<file path="config.mk">
export PLATFORM = sky130hd
export DESIGN_NAME = bp_btb
export DESIGN_NICKNAME = d
export VERILOG_FILES = /design/src/logic/bp_cfg_pkg.sv /design/src/logic/bp_types_pkg.sv /design/src/logic/bp_btb.sv
export SDC_FILE = /design/constraint.sdc
export NUM_CORES = 2
export LEC_CHECK = 0
export BUFFER_PORTS_ARGS = -buffer_cell sky130_fd_sc_hd__buf_4
export CORE_MARGIN = 2
export CORE_UTILIZATION = 55
export CTS_CLUSTER_DIAMETER = 150
export DETAILED_ROUTE_END_ITERATION = 10
export PLACE_DENSITY = 0.67
export SYNTH_ARGS = -nofsm -noshare
export SYNTH_HDL_FRONTEND = slang
export SYNTH_SLANG_ARGS = --single-unit
</file>
<file path="constraint.sdc">
create_clock -name clk -period 6.7 [get_ports clk]
set_clock_uncertainty 0.1 [all_clocks]
set_input_delay 1.675 -clock clk [delete_from_list [all_inputs] [get_ports clk]]
set_output_delay 1.675 -clock clk [all_outputs]
set_load 0.01 [all_outputs]
</file>
<file path="src/logic/bp_cfg_pkg.sv">
// predictor sizes; pht_entries must equal 2**ghr_bits and btb_entries must equal 2**btb_idx_bits
`default_nettype none

package bp_cfg_pkg;

  // fetch address, word addressed
  localparam int pc_msb = 31;
  localparam int pc_lsb = 2;

  // gshare history and counter table
  localparam int ghr_bits    = 14;
  localparam int pht_entries = 16384;
  localparam int pht_idx_lsb = 3;
  localparam int pht_idx_msb = pht_idx_lsb + ghr_bits - 1;

  // direct-mapped target buffer, index 7:2 and partial tag 15:8
  localparam int btb_entries  = 64;
  localparam int btb_idx_bits = 6;
  localparam int btb_tag_bits = 8;
  localparam int btb_idx_lsb  = pc_lsb;
  localparam int btb_idx_msb  = btb_idx_lsb + btb_idx_bits - 1;
  localparam int btb_tag_lsb  = btb_idx_msb + 1;
  localparam int btb_tag_msb  = btb_tag_lsb + btb_tag_bits - 1;

endpackage

`default_nettype wire

</file>
<file path="src/logic/bp_types_pkg.sv">
// tag and entry layouts; the prediction tag is exactly 16 bits only while ghr_bits is 14
`default_nettype none

package bp_types_pkg;

  // two-bit saturating counter, msb is the predicted direction
  typedef enum logic [1:0] {
    ctr_snt = 2'd0,
    ctr_wnt = 2'd1,
    ctr_wt  = 2'd2,
    ctr_st  = 2'd3
  } ctr_t;

  // handed to fetch with each prediction and returned by the rob at retire
  typedef struct packed {
    ctr_t                            ctr;
    logic [bp_cfg_pkg::ghr_bits-1:0] idx;
  } bp_tag_t;

  // target buffer payload, valid bits are kept apart
  typedef struct packed {
    logic [bp_cfg_pkg::btb_tag_bits-1:0]           tag;
    logic [bp_cfg_pkg::pc_msb:bp_cfg_pkg::pc_lsb] target;
  } btb_data_t;

  // step a counter toward the resolved direction
  function automatic ctr_t ctr_update(input ctr_t ctr, input logic taken);
    ctr_t nxt;
    case (ctr)
      ctr_snt: nxt = taken ? ctr_wnt : ctr_snt;
      ctr_wnt: nxt = taken ? ctr_wt  : ctr_snt;
      ctr_wt:  nxt = taken ? ctr_st  : ctr_wnt;
      default: nxt = taken ? ctr_st  : ctr_wt;
    endcase
    return nxt;
  endfunction

endpackage

`default_nettype wire

</file>
<file path="src/logic/bp_btb.sv">
// direct-mapped target buffer; partial tags allow false hits between pcs that share bits 15:2
`timescale 1ns/1ps
`default_nettype none

module bp_btb (
  input  logic                                         clk,
  input  logic                                         rst,

  // fetch side
  input  logic                                         fetch_req,
  input  logic [bp_cfg_pkg::pc_msb:bp_cfg_pkg::pc_lsb] fetch_pc,
  output logic                                         pred_hit,
  output logic [bp_cfg_pkg::pc_msb:bp_cfg_pkg::pc_lsb] pred_target,

  // retire side
  input  logic                                         rob_ret_branch,
  input  logic                                         rob_ret_taken,
  input  logic [bp_cfg_pkg::pc_msb:bp_cfg_pkg::pc_lsb] rob_ret_pc,
  input  logic [bp_cfg_pkg::pc_msb:bp_cfg_pkg::pc_lsb] rob_ret_target
);

  import bp_cfg_pkg::*;
  import bp_types_pkg::*;

  typedef logic [btb_idx_bits-1:0] btb_idx_t;
  typedef logic [btb_tag_bits-1:0] btb_tag_t;

  // valid bits are flops so reset can clear them all at once
  logic [btb_entries-1:0] valid;
  btb_data_t              data [btb_entries];

  btb_idx_t  rd_idx;
  btb_tag_t  rd_tag;
  btb_idx_t  wr_idx;
  btb_data_t wr_data;
  logic      install;

  // lookup state held until the next request
  logic      rd_valid_r;
  btb_tag_t  rd_tag_r;
  btb_data_t rd_data_r;

  assign rd_idx = fetch_pc[btb_idx_msb:btb_idx_lsb];
  assign rd_tag = fetch_pc[btb_tag_msb:btb_tag_lsb];

  assign wr_idx         = rob_ret_pc[btb_idx_msb:btb_idx_lsb];
  assign wr_data.tag    = rob_ret_pc[btb_tag_msb:btb_tag_lsb];
  assign wr_data.target = rob_ret_target;

  // only taken branches are worth a target
  assign install = rob_ret_branch && rob_ret_taken;

  // tag compare after the read register
  assign pred_hit    = rd_valid_r && (rd_data_r.tag == rd_tag_r);
  assign pred_target = rd_data_r.target;

  always_ff @(posedge clk) begin
    if (rst) begin
      valid <= '0;
    end else if (install) begin
      valid[wr_idx] <= 1'b1;
    end
  end

  always_ff @(posedge clk) begin
    if (rst) begin
      rd_valid_r <= 1'b0;
    end else if (fetch_req) begin
      rd_valid_r <= valid[rd_idx];
    end
  end

  // payload array, a same-edge read returns the entry before the install
  always_ff @(posedge clk) begin
    if (install) begin
      data[wr_idx] <= wr_data;
    end
  end

  always_ff @(posedge clk) begin
    if (fetch_req) begin
      rd_data_r <= data[rd_idx];
      rd_tag_r  <= rd_tag;
    end
  end

endmodule

`default_nettype wire

</file>
==> reports/results.txt <==
Synth top area share = 77.1%
sequential power share = 53.0%
HPWL Detailed = 128 mm
Routed Wire Length = 237 mm
cell family with most CP delay = simple AND/OR/NAND/NOR gates
Final Max Slew Viols = 0
Hold-fix buffers, CTS = 0
RSZ-0062 raised after global routing = no
Gate power share = 4.5%
CP max stage delay = 0.53 ns
post-route ant nets = 0
Reg-to-Reg End = rd_data_r[37]
# DRC = 0
final hold violation count = 0
Setup Buffers After CTS = 0
pin count of the biggest net entering global routing = 90
worst path buffer plus inverter count = 1
clk buf depth = 4
Clock Power Share = 42.6%
Most used DFF post-synth = edfxtp_1
Worst IR Drop VDD = 0.000297 V
area growth from synthesis to layout = 13.4%
CTS buffer count = 275
R2R depth = 5
most frequent CP cell = nor4_1
Nets = 4293
min Tclk post-route = 4.35 ns
Routed WL per cell = 35.4 um
P_leak = 34.1 nW
Via-to-Cell Ratio = 6.58
leading cell types in the layout, fill and taps excluded = edfxtp_1, mux4_2, clkbuf_16, buf_4, nor2_1
cell area after synthesis = 96600 um2
Internal = 26.4 mW
non-filler instance count after layout = 6708
Post-Synthesis Cells = 3905
TritonCTS clock tree = done
I/O pins = 126
worst hold stages = 2
worst reg2reg path startpoint = data[11][37]
sequential-to-total area share from yosys stat = 78.4%
Die W = 423 um
Synth area leaders = edfxtp_1, mux4_2, dfxtp_1
Initial Util = 55.4%
htree depth = 5
crit path launch type = flip-flop
P per Cell Area = 303 nW/um2
worst slew pin tran = 1.27 ns
Distinct cells, synth = 40
total negative slack = 0 ns
DR iter-0 viols = 6013
Sw Ratio = 20.3%
FP Rows = 153
Syn Nets = 4000
grt ovf = 0
DRT Pass-1 Iters = 6
final hold slack = 0.369 ns
CP Cell Sequence = xor2_1 -> nor4_1 -> nand3_1 -> nor4_1 -> buf_4
worst hold path type = flip-flop to flip-flop
Worst slew margin = 15.3%
sw power = 6.75 mW
Syn. warnings = 0
placed instance count = 6246
# setup viols final = 0
crit path launch = rd_data_r[31]
chip height = 423 um
die area = 179000 um2
vias = 44100
CP Max Fanout = 1
Worst setup EP type = primary output
CP Data Arrival Time = 2.58 ns
Worst EP required = 4.93 ns
Worst-path clk slew = 0.06 ns
share of layout cells above drive strength 1 = 33.4%
Tot GR Track Use = 26.9%
synthesized area per cell = 24.7 um2
FILL cells = 11500
final worst-path cycle share = 64.9%
fraction of registers with async set/reset = 0%
commonest non-fill, non-tap cell in the layout = edfxtp_1
Port Buffers = 93
Worst Hold Path EP = valid[2]
R2R Setup Slk = 4.06 ns
Post-CTS Resized = 0
Worst path slowest cell = edfxtp_1
later-pin clock latency in the skew report = 0.90 ns
Fmax = 0.230 GHz
first-pass GRT wire length = 336 mm
Routability Congestion = 0.794
vias in the first global route = 44300
Post-synth EDFFs = 2478
CTS root buf = clkbuf_16
hold_sp = valid[2]
count of state elements after synthesis = 2543
Clock Sinks = 2543
outcome = finished, final reports clean
core area = 174000 um2
crit path kind = flip-flop to primary output
largest area contributor in the netlist = edfxtp_1
max cap viols = 0
initial antenna violation count = 6
[power by group through the flow]
stage	sequential [mW]	combinational, mW	clock [mW]
after global routing	17.6	1.57	14.9
after CTS	17.6	1.50	14.3
final	17.6	1.48	14.1
after global placement	17.9	1.47	0
after detailed placement	17.9	1.50	0
after floorplan	17.9	0.876	0
[worst min-delay path, cell delays in order, from the launching register on]
cell,delay (ns)
dfxtp_1,0.33
a21oi_1,0.04
nor2_1,0.07
[cells in the mapped netlist (4+ instances only)]
master    count
a21oi_1      35
buf_1        29
buf_2        65
buf_4        41
buf_6         4
clkbuf_1     95
dfxtp_1      65
edfxtp_1   2478
mux2i_1      54
mux4_2      792
nand2_1      14
nand3_1       6
nor2_1      164
nor2b_1      10
nor4_1        5
xor2_1        7
[how the worst max path moves through the flow]
stage / end / slack [ns] / cells after the start
floorplan: data[39][0] / 2.20 / 3
global placement: pred_target[30] / 1.57 / 6
detailed placement: pred_target[30] / 1.58 / 6
CTS: pred_hit / 2.29 / 5
global route: pred_hit / 2.20 / 5
finish: pred_hit / 2.35 / 5
[cell families after synthesis]
logic type	synth area share (%)
flops	78.4
buf+inv	1.19
mux	19.1
xor+xnor	0.0726
simple gates	0.964
compound gates	0.297
[per-stage QoR]
stage | cell area [um2] | util [%] | worst slack [ns] | power (mW)
after floorplan | 96600 | - | 2.20 | 18.8
after CTS | 110000 | 62.9 | 2.29 | 33.4
after detailed placement | 101000 | 58.2 | 1.58 | 19.4
after global placement | 101000 | 58.2 | 1.57 | 19.4
final | 110000 | 62.9 | 2.35 | 33.2
after global routing | 110000 | 62.9 | 2.20 | 34.1
[final cells by class]
type / instances / area [um2] / share of cell area [%]
tap: 2325 / 2910 / 2.66
timing repair buffer: 250 / 2490 / 2.28
clock buffer: 342 / 7270 / 6.64
multi-input combinational: 1126 / 20200 / 18.4
sequential: 2543 / 75700 / 69.1
antenna: 7 / 17.5 / 0.0160
clock inverter: 113 / 951 / 0.868
inverter: 2 / 7.51 / 0.00685
[registers in the layout (all words and copies together), names as in the netlist]
register,count
rd_tag_r,8
rd_data_r,8
valid,64
rd_valid_r,1
pred_target,30
data,2432
[layer usage]
layer	vias to the layer above	track usage [%]	share of wire, %	wire [um]
met5	-	0	0.0030	7
met4	2	9.57	3.9	9360
met3	467	4.39	8.2	19600
met2	2181	42.7	49	115000
met1	24000	38.8	39	92900
li1	17400	-	-	-
Note: power is estimated with default switching activity, not from simulation.
